===== config.mk =====
export PLATFORM = sky130hd
export DESIGN_NAME = nabp
export DESIGN_NICKNAME = d
export VERILOG_FILES = /design/src/source/nabp_pkg.sv /design/src/source/nabp.sv /design/src/source/nabp_filter.sv /design/src/source/nabp_filtered_ram_swap_control.sv /design/src/source/nabp_image_addresser.sv /design/src/source/nabp_processing_element.sv /design/src/source/nabp_processing_swap_control.sv /design/src/source/nabp_sinogram_addresser.sv
export SDC_FILE = /design/constraint.sdc
export NUM_CORES = 2
export LEC_CHECK = 0
export ABC_AREA = 1
export BUFFER_PORTS_ARGS = -buffer_cell sky130_fd_sc_hd__buf_2
export CORE_MARGIN = 8
export CORE_UTILIZATION = 35
export CTS_CLUSTER_DIAMETER = 80
export CTS_CLUSTER_SIZE = 8
export DETAILED_ROUTE_END_ITERATION = 12
export GPL_ROUTABILITY_DRIVEN = 1
export HOLD_SLACK_MARGIN = 0.08
export SYNTH_ARGS = -nofsm -noshare
export SYNTH_HDL_FRONTEND = slang
export SYNTH_HIERARCHICAL = 1
export SYNTH_SLANG_ARGS = --single-unit

===== constraint.sdc =====
create_clock -name clk -period 4 [get_ports clk]
set_clock_uncertainty 0.05 [all_clocks]
set_input_delay 0.8 -clock clk [delete_from_list [all_inputs] [get_ports clk]]
set_output_delay 0.8 -clock clk [all_outputs]
set_load 0.01 [all_outputs]

===== src/source/nabp_pkg.sv =====
package nabp_pkg;

    // frame geometry
    localparam int k_angle_count = 4;
    localparam int k_s_count = 8;
    localparam int k_image_size = 8;
    localparam int k_partition_count = 4;
    localparam int k_rows_per_pe = 2;
    localparam int k_pixels_per_pe = 16;

    // datapath widths
    localparam int k_data_width = 8;
    localparam int k_filtered_width = 11;
    localparam int k_cache_width = 16;
    localparam int k_sinogram_addr_width = 5;
    localparam int k_image_addr_width = 6;
    localparam int k_angle_width = 2;
    localparam int k_s_width = 3;

    // projection direction, encoding equals the angle index
    typedef enum logic [k_angle_width-1:0] {
        proj_x    = 2'd0,
        proj_y    = 2'd1,
        proj_diag = 2'd2,
        proj_anti = 2'd3
    } projection_t;

    typedef enum logic [1:0] {
        sa_idle,
        sa_issue,
        sa_wait_stored,
        sa_wait_bank
    } sinogram_addresser_state_t;

    typedef enum logic [1:0] {
        ps_idle,
        ps_run,
        ps_release
    } processing_state_t;

    // tag of the sinogram sample arriving from RAM
    typedef struct packed {
        logic                 valid;
        projection_t          angle;
        logic [k_s_width-1:0] s;
    } sample_tag_t;

    typedef logic signed [k_filtered_width-1:0] filtered_value_t;

    // one filtered value headed for a line bank
    typedef struct packed {
        logic                 valid;
        projection_t          angle;
        logic [k_s_width-1:0] s;
        filtered_value_t      val;
    } filtered_sample_t;

    // a whole filtered line, index is the bin
    typedef filtered_value_t [k_s_count-1:0] line_t;

    // start of one backprojection pass
    typedef struct packed {
        logic        kick;
        projection_t angle;
    } pe_command_t;

    // detector bin hit by pixel (x, y) for a given direction
    function automatic logic [k_s_width-1:0] projection_s(
        input projection_t          angle,
        input logic [k_s_width-1:0] x,
        input logic [k_s_width-1:0] y
    );
        logic [k_s_width:0] sum;
        sum = '0;
        case (angle)
            proj_x: return x;
            proj_y: return y;
            proj_diag: begin
                sum = {1'b0, x} + {1'b0, y};
                return sum[k_s_width:1];
            end
            default: begin
                // x + 7 - y never goes negative
                sum = {1'b0, x} + (k_s_width + 1)'(k_s_count - 1) - {1'b0, y};
                return sum[k_s_width:1];
            end
        endcase
    endfunction

endpackage


===== src/source/nabp.sv =====
`timescale 1ns/100ps

module nabp import nabp_pkg::*; (
    input  logic                             clk,
    input  logic                             reset,
    input  logic                             sg_kick,
    input  logic [k_data_width-1:0]          sg_val,
    input  logic                             ir_enable,
    output logic                             sg_done,
    output logic                             sg_read,
    output logic [k_sinogram_addr_width-1:0] sg_addr,
    output logic                             ir_kick,
    output logic                             ir_done,
    output logic                             ir_addr_valid,
    output logic [k_image_addr_width-1:0]    ir_addr,
    output logic signed [k_cache_width-1:0]  ir_val
);

    // sinogram side
    sample_tag_t      sample_tag;
    filtered_sample_t filtered;
    logic             bank_stored;
    logic             bank_free;

    // bank to processing side
    logic             bank_release;
    logic             rd_full;
    projection_t      rd_angle;
    line_t            rd_line;
    pe_command_t      pe_command;

    // readout chain, element i sits between entries i and i+1
    logic [k_partition_count:0]      domino;
    logic signed [k_cache_width-1:0] domino_val [k_partition_count+1];

    assign domino[0]     = sg_done;
    assign domino_val[0] = '0;
    assign ir_val        = domino_val[k_partition_count];

    nabp_sinogram_addresser sinogram_addresser (
        .clk         (clk),
        .reset       (reset),
        .sg_kick     (sg_kick),
        .bank_stored (bank_stored),
        .bank_free   (bank_free),
        .sg_read     (sg_read),
        .sg_addr     (sg_addr),
        .sample_tag  (sample_tag)
    );

    nabp_filter filter (
        .clk        (clk),
        .reset      (reset),
        .sample_tag (sample_tag),
        .sg_val     (sg_val),
        .filtered   (filtered)
    );

    nabp_filtered_ram_swap_control filtered_ram_swap_control (
        .clk          (clk),
        .reset        (reset),
        .filtered     (filtered),
        .bank_release (bank_release),
        .bank_stored  (bank_stored),
        .bank_free    (bank_free),
        .rd_full      (rd_full),
        .rd_angle     (rd_angle),
        .rd_line      (rd_line)
    );

    nabp_processing_swap_control processing_swap_control (
        .clk          (clk),
        .reset        (reset),
        .rd_full      (rd_full),
        .rd_angle     (rd_angle),
        .pe_command   (pe_command),
        .bank_release (bank_release),
        .sg_done      (sg_done)
    );

    // command and taps broadcast to every element
    for (genvar i = 0; i < k_partition_count; i++) begin : g_pe
        nabp_processing_element #(
            .pe_id (i)
        ) processing_element (
            .clk         (clk),
            .reset       (reset),
            .pe_command  (pe_command),
            .taps        (rd_line),
            .ir_enable   (ir_enable),
            .domino_kick (domino[i]),
            .in_val      (domino_val[i]),
            .domino_done (domino[i+1]),
            .out_val     (domino_val[i+1])
        );
    end

    nabp_image_addresser image_addresser (
        .clk           (clk),
        .reset         (reset),
        .sg_done       (sg_done),
        .ir_enable     (ir_enable),
        .ir_kick       (ir_kick),
        .ir_done       (ir_done),
        .ir_addr_valid (ir_addr_valid),
        .ir_addr       (ir_addr)
    );

endmodule


===== src/source/nabp_filter.sv =====
`timescale 1ns/100ps

module nabp_filter import nabp_pkg::*; (
    input  logic                    clk,
    input  logic                    reset,
    input  sample_tag_t             sample_tag,
    input  logic [k_data_width-1:0] sg_val,
    output filtered_sample_t        filtered
);

    logic [k_data_width-1:0] prev_val;
    filtered_value_t         cur_term;
    filtered_value_t         prev_term;

    // twice the sample, zero extended
    assign cur_term  = k_filtered_width'({sg_val, 1'b0});
    // history forgotten at the start of each line
    assign prev_term = (sample_tag.s == '0) ? '0 : k_filtered_width'(prev_val);

    always_ff @(posedge clk) begin
        if (reset) begin
            filtered.valid <= 1'b0;
        end else begin
            filtered.valid <= sample_tag.valid;
        end
    end

    always_ff @(posedge clk) begin
        if (sample_tag.valid) prev_val <= sg_val;
        filtered.angle <= sample_tag.angle;
        filtered.s     <= sample_tag.s;
        filtered.val   <= cur_term - prev_term;
    end

endmodule


===== src/source/nabp_filtered_ram_swap_control.sv =====
`timescale 1ns/100ps

module nabp_filtered_ram_swap_control import nabp_pkg::*; (
    input  logic             clk,
    input  logic             reset,
    input  filtered_sample_t filtered,
    input  logic             bank_release,
    output logic             bank_stored,
    output logic             bank_free,
    output logic             rd_full,
    output projection_t      rd_angle,
    output line_t            rd_line
);

    // ping-pong line banks
    line_t       bank_line  [2];
    projection_t bank_angle [2];
    logic [1:0]  bank_full;

    // write side follows the filter, read side the processing control
    logic wr_ptr;
    logic rd_ptr;
    logic line_end;

    // last bin of a line completes the bank
    assign line_end    = filtered.valid && (filtered.s == k_s_width'(k_s_count - 1));
    assign bank_stored = line_end;
    assign bank_free   = !bank_full[wr_ptr];

    // read bank seen by the processing side
    assign rd_full  = bank_full[rd_ptr];
    assign rd_angle = bank_angle[rd_ptr];
    assign rd_line  = bank_line[rd_ptr];

    always_ff @(posedge clk) begin
        if (reset) begin
            bank_full <= '0;
            wr_ptr    <= 1'b0;
            rd_ptr    <= 1'b0;
        end else begin
            // release empties the read bank
            if (bank_release) begin
                bank_full[rd_ptr] <= 1'b0;
                rd_ptr            <= !rd_ptr;
            end
            // never the same bank as the release
            if (line_end) begin
                bank_full[wr_ptr] <= 1'b1;
                wr_ptr            <= !wr_ptr;
            end
        end
    end

    // bank contents
    always_ff @(posedge clk) begin
        if (filtered.valid) begin
            bank_line[wr_ptr][filtered.s] <= filtered.val;
        end
        // angle stamped with the last bin
        if (line_end) begin
            bank_angle[wr_ptr] <= filtered.angle;
        end
    end

endmodule


===== src/source/nabp_image_addresser.sv =====
`timescale 1ns/100ps

module nabp_image_addresser import nabp_pkg::*; (
    input  logic                          clk,
    input  logic                          reset,
    input  logic                          sg_done,
    input  logic                          ir_enable,
    output logic                          ir_kick,
    output logic                          ir_done,
    output logic                          ir_addr_valid,
    output logic [k_image_addr_width-1:0] ir_addr
);

    logic consume;
    logic last_addr;

    // a pixel leaves on every enabled cycle
    assign consume   = ir_addr_valid && ir_enable;
    assign last_addr = (ir_addr == k_image_addr_width'(k_image_size * k_image_size - 1));

    always_ff @(posedge clk) begin
        if (reset) begin
            ir_kick       <= 1'b0;
            ir_done       <= 1'b0;
            ir_addr_valid <= 1'b0;
            ir_addr       <= '0;
        end else begin
            ir_kick <= sg_done;
            ir_done <= consume && last_addr;
            if (sg_done) begin
                ir_addr_valid <= 1'b1;
                ir_addr       <= '0;
            end else if (consume) begin
                ir_addr <= ir_addr + 1'b1;
                // valid drops together with the done pulse
                if (last_addr) ir_addr_valid <= 1'b0;
            end
        end
    end

endmodule


===== src/source/nabp_processing_element.sv =====
`timescale 1ns/100ps

module nabp_processing_element import nabp_pkg::*; #(
    parameter int pe_id = 0
) (
    input  logic                            clk,
    input  logic                            reset,
    input  pe_command_t                     pe_command,
    input  line_t                           taps,
    input  logic                            ir_enable,
    input  logic                            domino_kick,
    input  logic signed [k_cache_width-1:0] in_val,
    output logic                            domino_done,
    output logic signed [k_cache_width-1:0] out_val
);

    // two image rows, row major
    logic signed [k_cache_width-1:0] cache [k_pixels_per_pe];

    // backprojection pass
    logic                               pass_active;
    logic [$clog2(k_pixels_per_pe)-1:0] pass_idx;
    projection_t                        pass_angle;
    logic [k_s_width-1:0]               pass_x;
    logic [k_s_width-1:0]               pass_y;
    logic [k_s_width-1:0]               tap_s;
    filtered_value_t                    tap_val;
    logic signed [k_cache_width-1:0]    tap_ext;

    // readout token
    logic                               holding;
    logic [$clog2(k_pixels_per_pe)-1:0] out_idx;

    // pixel position from the pass index
    assign pass_x = k_s_width'(int'(pass_idx) % k_image_size);
    assign pass_y = k_s_width'(pe_id * k_rows_per_pe + int'(pass_idx) / k_image_size);

    assign tap_s   = projection_s(pass_angle, pass_x, pass_y);
    assign tap_val = taps[tap_s];
    // sign extension to the cache width
    assign tap_ext = tap_val;

    always_ff @(posedge clk) begin
        if (reset) begin
            pass_active <= 1'b0;
            pass_idx    <= '0;
            pass_angle  <= proj_x;
        end else if (pe_command.kick) begin
            pass_active <= 1'b1;
            pass_idx    <= '0;
            pass_angle  <= pe_command.angle;
        end else if (pass_active) begin
            pass_idx <= pass_idx + 1'b1;
            if (pass_idx == ($clog2(k_pixels_per_pe))'(k_pixels_per_pe - 1)) begin
                pass_active <= 1'b0;
            end
        end
    end

    // first angle overwrites, later angles accumulate
    always_ff @(posedge clk) begin
        if (pass_active) begin
            if (pass_angle == proj_x) cache[pass_idx] <= tap_ext;
            else cache[pass_idx] <= cache[pass_idx] + tap_ext;
        end
    end

    // token passes on with the last enabled pixel
    assign domino_done = holding && ir_enable &&
                         (out_idx == ($clog2(k_pixels_per_pe))'(k_pixels_per_pe - 1));

    always_ff @(posedge clk) begin
        if (reset) begin
            holding <= 1'b0;
            out_idx <= '0;
        end else if (domino_kick) begin
            holding <= 1'b1;
            out_idx <= '0;
        end else if (holding && ir_enable) begin
            out_idx <= out_idx + 1'b1;
            if (domino_done) holding <= 1'b0;
        end
    end

    // own pixel while holding, else upstream value
    assign out_val = holding ? cache[out_idx] : in_val;

endmodule


===== src/source/nabp_processing_swap_control.sv =====
`timescale 1ns/100ps

module nabp_processing_swap_control import nabp_pkg::*; (
    input  logic        clk,
    input  logic        reset,
    input  logic        rd_full,
    input  projection_t rd_angle,
    output pe_command_t pe_command,
    output logic        bank_release,
    output logic        sg_done
);

    processing_state_t                    state;
    logic [$clog2(k_pixels_per_pe)-1:0]   pass_count;
    projection_t                          pass_angle;

    // kick as soon as a full bank waits
    assign pe_command.kick  = (state == ps_idle) && rd_full;
    assign pe_command.angle = rd_angle;

    // release lasts the single cycle after the pass
    assign bank_release = (state == ps_release);

    always_ff @(posedge clk) begin
        if (reset) begin
            state      <= ps_idle;
            pass_count <= '0;
            pass_angle <= proj_x;
            sg_done    <= 1'b0;
        end else begin
            // frame ends once the last angle's bank is handed back
            sg_done <= (state == ps_release) && (pass_angle == proj_anti);
            case (state)
                ps_idle: begin
                    if (rd_full) begin
                        state      <= ps_run;
                        pass_count <= '0;
                        pass_angle <= rd_angle;
                    end
                end
                ps_run: begin
                    // one pixel per element each cycle
                    pass_count <= pass_count + 1'b1;
                    if (pass_count == ($clog2(k_pixels_per_pe))'(k_pixels_per_pe - 1)) begin
                        state <= ps_release;
                    end
                end
                ps_release: begin
                    state <= ps_idle;
                end
                default: begin
                    state <= ps_idle;
                end
            endcase
        end
    end

endmodule


===== src/source/nabp_sinogram_addresser.sv =====
`timescale 1ns/100ps

module nabp_sinogram_addresser import nabp_pkg::*; (
    input  logic                             clk,
    input  logic                             reset,
    input  logic                             sg_kick,
    input  logic                             bank_stored,
    input  logic                             bank_free,
    output logic                             sg_read,
    output logic [k_sinogram_addr_width-1:0] sg_addr,
    output sample_tag_t                      sample_tag
);

    sinogram_addresser_state_t state;
    projection_t               angle;
    logic [k_s_width-1:0]      s;

    // reads only in the issue state, address is angle*8 + s
    assign sg_read = (state == sa_issue);
    assign sg_addr = {angle, s};

    always_ff @(posedge clk) begin
        if (reset) begin
            state <= sa_idle;
            angle <= proj_x;
            s     <= '0;
        end else begin
            case (state)
                sa_idle: begin
                    // kick only honoured here
                    if (sg_kick) begin
                        state <= sa_issue;
                        angle <= proj_x;
                        s     <= '0;
                    end
                end
                sa_issue: begin
                    // s wraps back to 0 after the last bin
                    s <= s + 1'b1;
                    if (s == k_s_width'(k_s_count - 1)) begin
                        if (angle == projection_t'(k_angle_count - 1)) begin
                            state <= sa_idle;
                        end else begin
                            state <= sa_wait_stored;
                            angle <= projection_t'(angle + 1'b1);
                        end
                    end
                end
                // line just issued must land in its bank first
                sa_wait_stored: if (bank_stored) state <= sa_wait_bank;
                // write pointer has moved, look at the new bank
                sa_wait_bank:   if (bank_free) state <= sa_issue;
                default:        state <= sa_idle;
            endcase
        end
    end

    // tag lines up with sg_val one cycle later
    always_ff @(posedge clk) begin
        if (reset) begin
            sample_tag.valid <= 1'b0;
        end else begin
            sample_tag.valid <= sg_read;
        end
    end

    always_ff @(posedge clk) begin
        sample_tag.angle <= angle;
        sample_tag.s     <= s;
    end

endmodule


== Word-level counts from Yosys, hierarchy flattened ==
Memory sizes are Yosys's and may differ from the RTL's. A register that Yosys moved wholly into a read port is not among the register bits.
Cells that the tools add are included.
Word-level totals
  register bits after elaboration: 102
  latch bits: 0
  RAM bits: 1204
  bits in read-only memories: 0
  input bits: 12
  output and inout port bits: 32
  logic and storage cells: 292
  memories kept: 6
Cells by class
  $add $sub $neg: 32
  multiply operators: 0
  div/mod/pow operators: 0
  $lt $le $gt $ge: 10
  equality and inequality tests: 28
  shift-type cells: 0
  multiplexer cells: 120
  bitwise logic cells: 7
  reductions and logical operators: 50
Memories
  g_pe[0].processing_element.cache: depth 16, bits a word 16, rd ports 2, clocked after Yosys merged registers in 2, wr ports 1, line nabp_processing_element.sv:18  | logic signed [k_cache_width-1:0] cache [k_pixels_per_pe];
  g_pe[1].processing_element.cache: depth 16, bits a word 16, rd ports 2, clocked after Yosys merged registers in 2, wr ports 1, line nabp_processing_element.sv:18
  g_pe[2].processing_element.cache: depth 16, bits a word 16, rd ports 2, clocked after Yosys merged registers in 2, wr ports 1, line nabp_processing_element.sv:18
  g_pe[3].processing_element.cache: depth 16, bits a word 16, rd ports 2, clocked after Yosys merged registers in 2, wr ports 1, line nabp_processing_element.sv:18
  filtered_ram_swap_control.bank_line: depth 2, bits a word 88, rd ports 1, clocked after Yosys merged registers in 1, wr ports 1, line nabp_filtered_ram_swap_control.sv:16  | line_t bank_line [2];
  filtered_ram_swap_control.bank_angle: depth 2, bits a word 2, rd ports 1, clocked after Yosys merged registers in 1, wr ports 1, line nabp_filtered_ram_swap_control.sv:17  | projection_t bank_angle [2];
Operators by type and width (number)
  $bmux W11 S3: 4
  $mux W16: 8
  $mux W88: 1
  $mux W4: 17
  $add A16 B11 Y16: 4
  $mux W1: 58
  $mux W11: 5
  $add A4 B1 Y4 const B: 9
  $eq A4 B4 Y1 const B: 9
  $pmux W3 S3: 4
  $demux W11 S3: 1
  $mux W2: 13
  $reduce_bool A2 Y1: 12
  $lt A3 B4 Y1 const B: 5
  $reduce_and A2 Y1: 9
  $add A3 B3 Y4 const B: 4
  $logic_and A1 B1 Y1: 16
  $add A3 B3 Y4: 3
  $eq A2 B2 Y1 const B: 6
  $sub A4 B3 Y4: 3
  $sub A10 B11 Y11: 1
  $reduce_or A2 Y1: 5
  $mux W8: 1
  $ne A2 B2 Y1 const B: 4
  other kinds (28): 45

== Longest topological paths before layout ==
  depth in word-level cells: 10
  gate-level depth with buffers: 29
  depth with buffers taken out: 28

== By module ==
The synthesis kept the hierarchy.
Modules (own cells, without submodules)
  nabp_processing_element at g_pe[2].processing_element: instances 1, cells an instance 1800, area an instance 15513.6 sq um, seq. area each 8087.8 sq um
  nabp_processing_element at g_pe[1].processing_element: instances 1, cells an instance 1810, area an instance 15512.4 sq um, seq. area each 8087.8 sq um
  nabp_processing_element at g_pe[3].processing_element: instances 1, cells an instance 1800, area an instance 15424.8 sq um, seq. area each 8087.8 sq um
  nabp_processing_element at g_pe[0].processing_element: instances 1, cells an instance 1795, area an instance 15384.8 sq um, seq. area each 8087.8 sq um
  nabp_filtered_ram_swap_control: instances 1, cells an instance 341, area an instance 7295.7 sq um, seq. area each 5505.3 sq um
  nabp_filter: instances 1, cells an instance 109, area an instance 1046.0 sq um, seq. area each 580.6 sq um
  nabp_sinogram_addresser: instances 1, cells an instance 77, area an instance 604.3 sq um, seq. area each 260.2 sq um
  nabp_image_addresser: instances 1, cells an instance 58, area an instance 401.6 sq um, seq. area each 180.2 sq um
  nabp_processing_swap_control: instances 1, cells an instance 56, area an instance 400.4 sq um, seq. area each 180.2 sq um
  nabp: instances 1, cells an instance 1, area an instance 3.8 sq um, seq. area each 0.0 sq um

== Worst setup path before layout ==
No wires, ideal clock.
  kind: register to register
  start point: reg g_pe[3].processing_element.pass_idx[0]
  end point: mem g_pe[3].processing_element.cache[0][8] (data pin)
  setup time: 320 ps
  arrival: 3383 ps
  data required time: 3630 ps
  path slack: 247 ps
  cell stages (with the launch flop): 22
  path buffers: 2
  period minus slack after synthesis: 3753 ps
  path through: dfxtp_1 -> inv_1 -> nor2_1 -> ha_1 -> or2_0 -> buf_6 -> nand2_8 -> buf_2 -> nand2_1 -> o211ai_1 -> nand3_1 -> and2_1 -> ha_1 -> fa_1 -> nand3_1 -> nand2_1 -> a21boi_0 -> nor2_1 -> nor2_1 -> xnor2_1 -> nand2_1 -> nand2_1
Between the ends
  word-level cells in the longest chain between the ends: 7
  elaborated cells on any way between the ends: 8
  classes of those cells: 4 x add/sub; 4 x mux
Ends and longest elaborated chain
  from (decl): line nabp_processing_element.sv:22  | logic [$clog2(k_pixels_per_pe)-1:0] pass_idx;
  from (signal assigned): line nabp_processing_element.sv:53  | pass_idx <= pass_idx + 1'b1;
  $add A3 B3 Y4: line nabp_pkg.sv:84  | sum = {1'b0, x} + (k_s_width + 1)'(k_s_count - 1) - {1'b0, y};
  $sub A4 B3 Y4: line nabp_pkg.sv:84
  $pmux W3 S3 (*): line nabp_pkg.sv:75  | case (angle)
  $bmux W11 S3 (*): line nabp_processing_element.sv:39  | assign tap_val = taps[tap_s];
  $mux W11 (implied by the code) (*): line nabp_processing_element.sv:39
  $add A16 B11 Y16: line nabp_processing_element.sv:64  | else cache[pass_idx] <= cache[pass_idx] + tap_ext;
  $mux W16 (no line) (*)
  to (decl): line nabp_processing_element.sv:18
Every way passes the cells marked *; elsewhere a longest branch is shown, timed or not. The select of a mux whose other input is x is not followed.

==> flow_metrics.env <==
export IMPL_postCtsHoldBufs=0
export IMPL_die_h_microns=468
export IMPL_crit_fanout=8
export IMPL_p_leak_uw=0.0323
export IMPL_most_common_layout_cells="nand2_1, edfxtp_1, nand3_1"
export IMPL_clkSinkCount=1345
export IMPL_worst_pin_slew_ps=1240
export IMPL_status="finished, violations left"
export IMPL_rows=166
export IMPL_hpwl_microns=155000
export IMPL_drt_iter0_drc=7399
export IMPL_crit_path_cell_trace="clkinv_8, buf_12, buf_12, buf_4, a21oi_1, o21ai_0, o211ai_1, nand3_1, a31oi_4, nor2_4, a31oi_4, nor2_4, a31oi_1, buf_4, nor2_1, a31oi_1, buf_4, buf_6"
export IMPL_violations="setup timing"
export IMPL_utilization=0.412
export IMPL_cp_buffers_inverters=7
export IMPL_core_sq_um=204000
export IMPL_dieArea_sq_um=219000
export IMPL_grt_max_degree=105
export IMPL_drv_slew=0
export IMPL_cpMaxStageDelayCell="dfxtp_4"
export IMPL_grt_pass1_wl_microns=368000
export IMPL_critPathTopFamily="compound AO/OA/AOI/OAI gates"
export IMPL_drt_total_wl_microns=252000
export IMPL_hold_class="input pin to register"
export IMPL_ctsHtreeMaxLevel=4
export IMPL_syn_area_per_cell_sq_um=9.12
export IMPL_maxCapViolations=0
export IMPL_grt_pass1_vias=57600
export IMPL_postSynthCellCount=7846
export IMPL_rsz0062_at_grt="true"
export IMPL_setup_violations=16
export IMPL_timing_final_ws_setup_ps=-630
export IMPL_crit_top_cell="buf_4"
export IMPL_wl_per_cell_microns=23.3
export IMPL_period_needed_ps=4630
export IMPL_grt_usage=0.220
export IMPL_port_buffers=43
export IMPL_slowest_delay_ps=380
export IMPL_clock_fmax_ghz=0.216
export IMPL_cp_required_ps=3150
export IMPL_drc=0
export IMPL_routed_via_count=61500
export IMPL_cts_tree="built"
export IMPL_drtPass1Iterations=9
export IMPL_place_gp_congestion=0.920
export IMPL_vias_per_cell=5.68
export IMPL_root_buffer="clkbuf_16"
export IMPL_num_fill_cells=19500
export IMPL_p_per_area_nw_per_um2=387
export IMPL_seq_area_sq_um=39100
export IMPL_timing_slew_headroom=0.171
export IMPL_clockBufferDepth=3
export IMPL_syn2layout_area_growth_pct=17.5
export IMPL_critPathKind="register to output pin"
export IMPL_period_share=1.16
export IMPL_start_kind="register"
export IMPL_ant_nets=0
export IMPL_synth_area_sq_um=71600
export IMPL_critPathCaptureType="output pin"
export IMPL_yosysWarnings=6
export IMPL_clk_latency_ps=830
export IMPL_finalNetCount=8162
export IMPL_clk_pin_slew_ps=50
export IMPL_io_pins=44
export IMPL_arrival_ps=3780
export IMPL_layout_drive_gt1_share=0.137
export IMPL_multiInputGateArea_sq_um=28700
export IMPL_layout_commonest_cell="nand2_1"
export IMPL_place_ws_ps=-230
export IMPL_antenna_found_initial=2
export IMPL_chipWidth_microns=468
export IMPL_numCtsBuffers=187
export IMPL_ir_drop_v=0.000353
export IMPL_grt_ovfl_total=0
export IMPL_initial_utilization=0.351
export IMPL_hold_viol=0
==> stage by stage <==
stage / instances / instance area [sq um] / hold slack, ps / total power, uW / TNS (ps)
after CTS: 10800 / 83300 / 98.0 / 32700 / -8290
after floorplan: 7861 / 71600 / 260 / 17100 / 0
final: 10800 / 84100 / 149 / 32600 / -6720
after detailed placement: 10500 / 77100 / 262 / 17900 / -9610
after global placement: 10500 / 77100 / 265 / 17900 / -2130
after global routing: 10800 / 84100 / 112 / 33600 / -10240
==> routing by layer <==
metal	up-vias	part of all wire	global-route usage
li1	27800	-	-
met1	29400	0.40	0.293
met2	3582	0.44	0.339
met3	738	0.10	0.0489
met4	2	0.053	0.107
met5	-	0.000052	0
==> flip-flops by register name (all words and copies together) (netlist names), 2 cells and up, named ones only <==
signal                                cells
g_pe.processing_element/cache          1024
filtered_ram_swap_control/bank_line     176
filter/filtered                          17
g_pe.processing_element/out_idx          16
g_pe.processing_element/pass_idx         16
filter/prev_val                           8
g_pe.processing_element/pass_angle        8
image_addresser/ir_addr                   6
sinogram_addresser/sample_tag             6
filtered_ram_swap_control/bank_angle      4
g_pe.processing_element/holding           4
g_pe.processing_element/pass_active       4
processing_swap_control/pass_count        4
sinogram_addresser/s                      3
filtered_ram_swap_control/bank_full       2
processing_swap_control/pass_angle        2
processing_swap_control/state             2
sinogram_addresser/angle                  2
sinogram_addresser/state                  2
==> path summary, 6_finish.rpt <==
| path | start | endpoint | slack, ps | cells past startpoint |
|---|---|---|---|---|
| max | register | ir_val[6] | -630 | 18 |
| min | sg_val[4] | filter/prev_val[4] | 150 | 1 |
| min reg2reg | sinogram_addresser/sample_tag[3] | filter/filtered[14] | 270 | 0 |
| max reg2reg | g_pe[3].processing_element/pass_idx[0] | g_pe[3].processing_element/cache[6][9] | 170 | 20 |
==> report_power, final <==
group	internal (uW)	switching, uW
logic	575	1100
clock network	8660	6180
registers	15800	283
==> worst register-to-register path, stage by stage (launching register included) <==
cell	delay, ps
dfxtp_1	340
inv_1	60
nor2_1	90
ha_1	230
or2_1	310
nand2_8	200
buf_12	160
nand2_1	50
o211ai_1	70
nand3_1	120
and2_1	200
ha_1	310
a21oi_1	160
nand2_1	100
buf_4	160
a21oi_1	200
o21ai_0	140
or2_2	290
nand3_1	70
nand2_1	50
buf_4	190
==> timing repair <==
item                                    CTS  global route
endpoints found under the hold margin     0             0
gates resized for setup                 125           139
endpoints found under the setup margin  164           608
pin swaps                                22            35
setup buffers                            10            20
gates cloned                             10             8
==> area by class of cell <==
cell class / instances / area share
antenna: 2 / 0.0000595
clock buffer: 282 / 0.0600
clock inverter: 17 / 0.00452
inverter: 671 / 0.0304
multi-input combinational: 5346 / 0.341
sequential: 1345 / 0.465
tap: 2688 / 0.0400
timing repair buffer: 488 / 0.0589
timing repair inverter: 1 / 0.000134
Power figures use the tool's default switching activity.
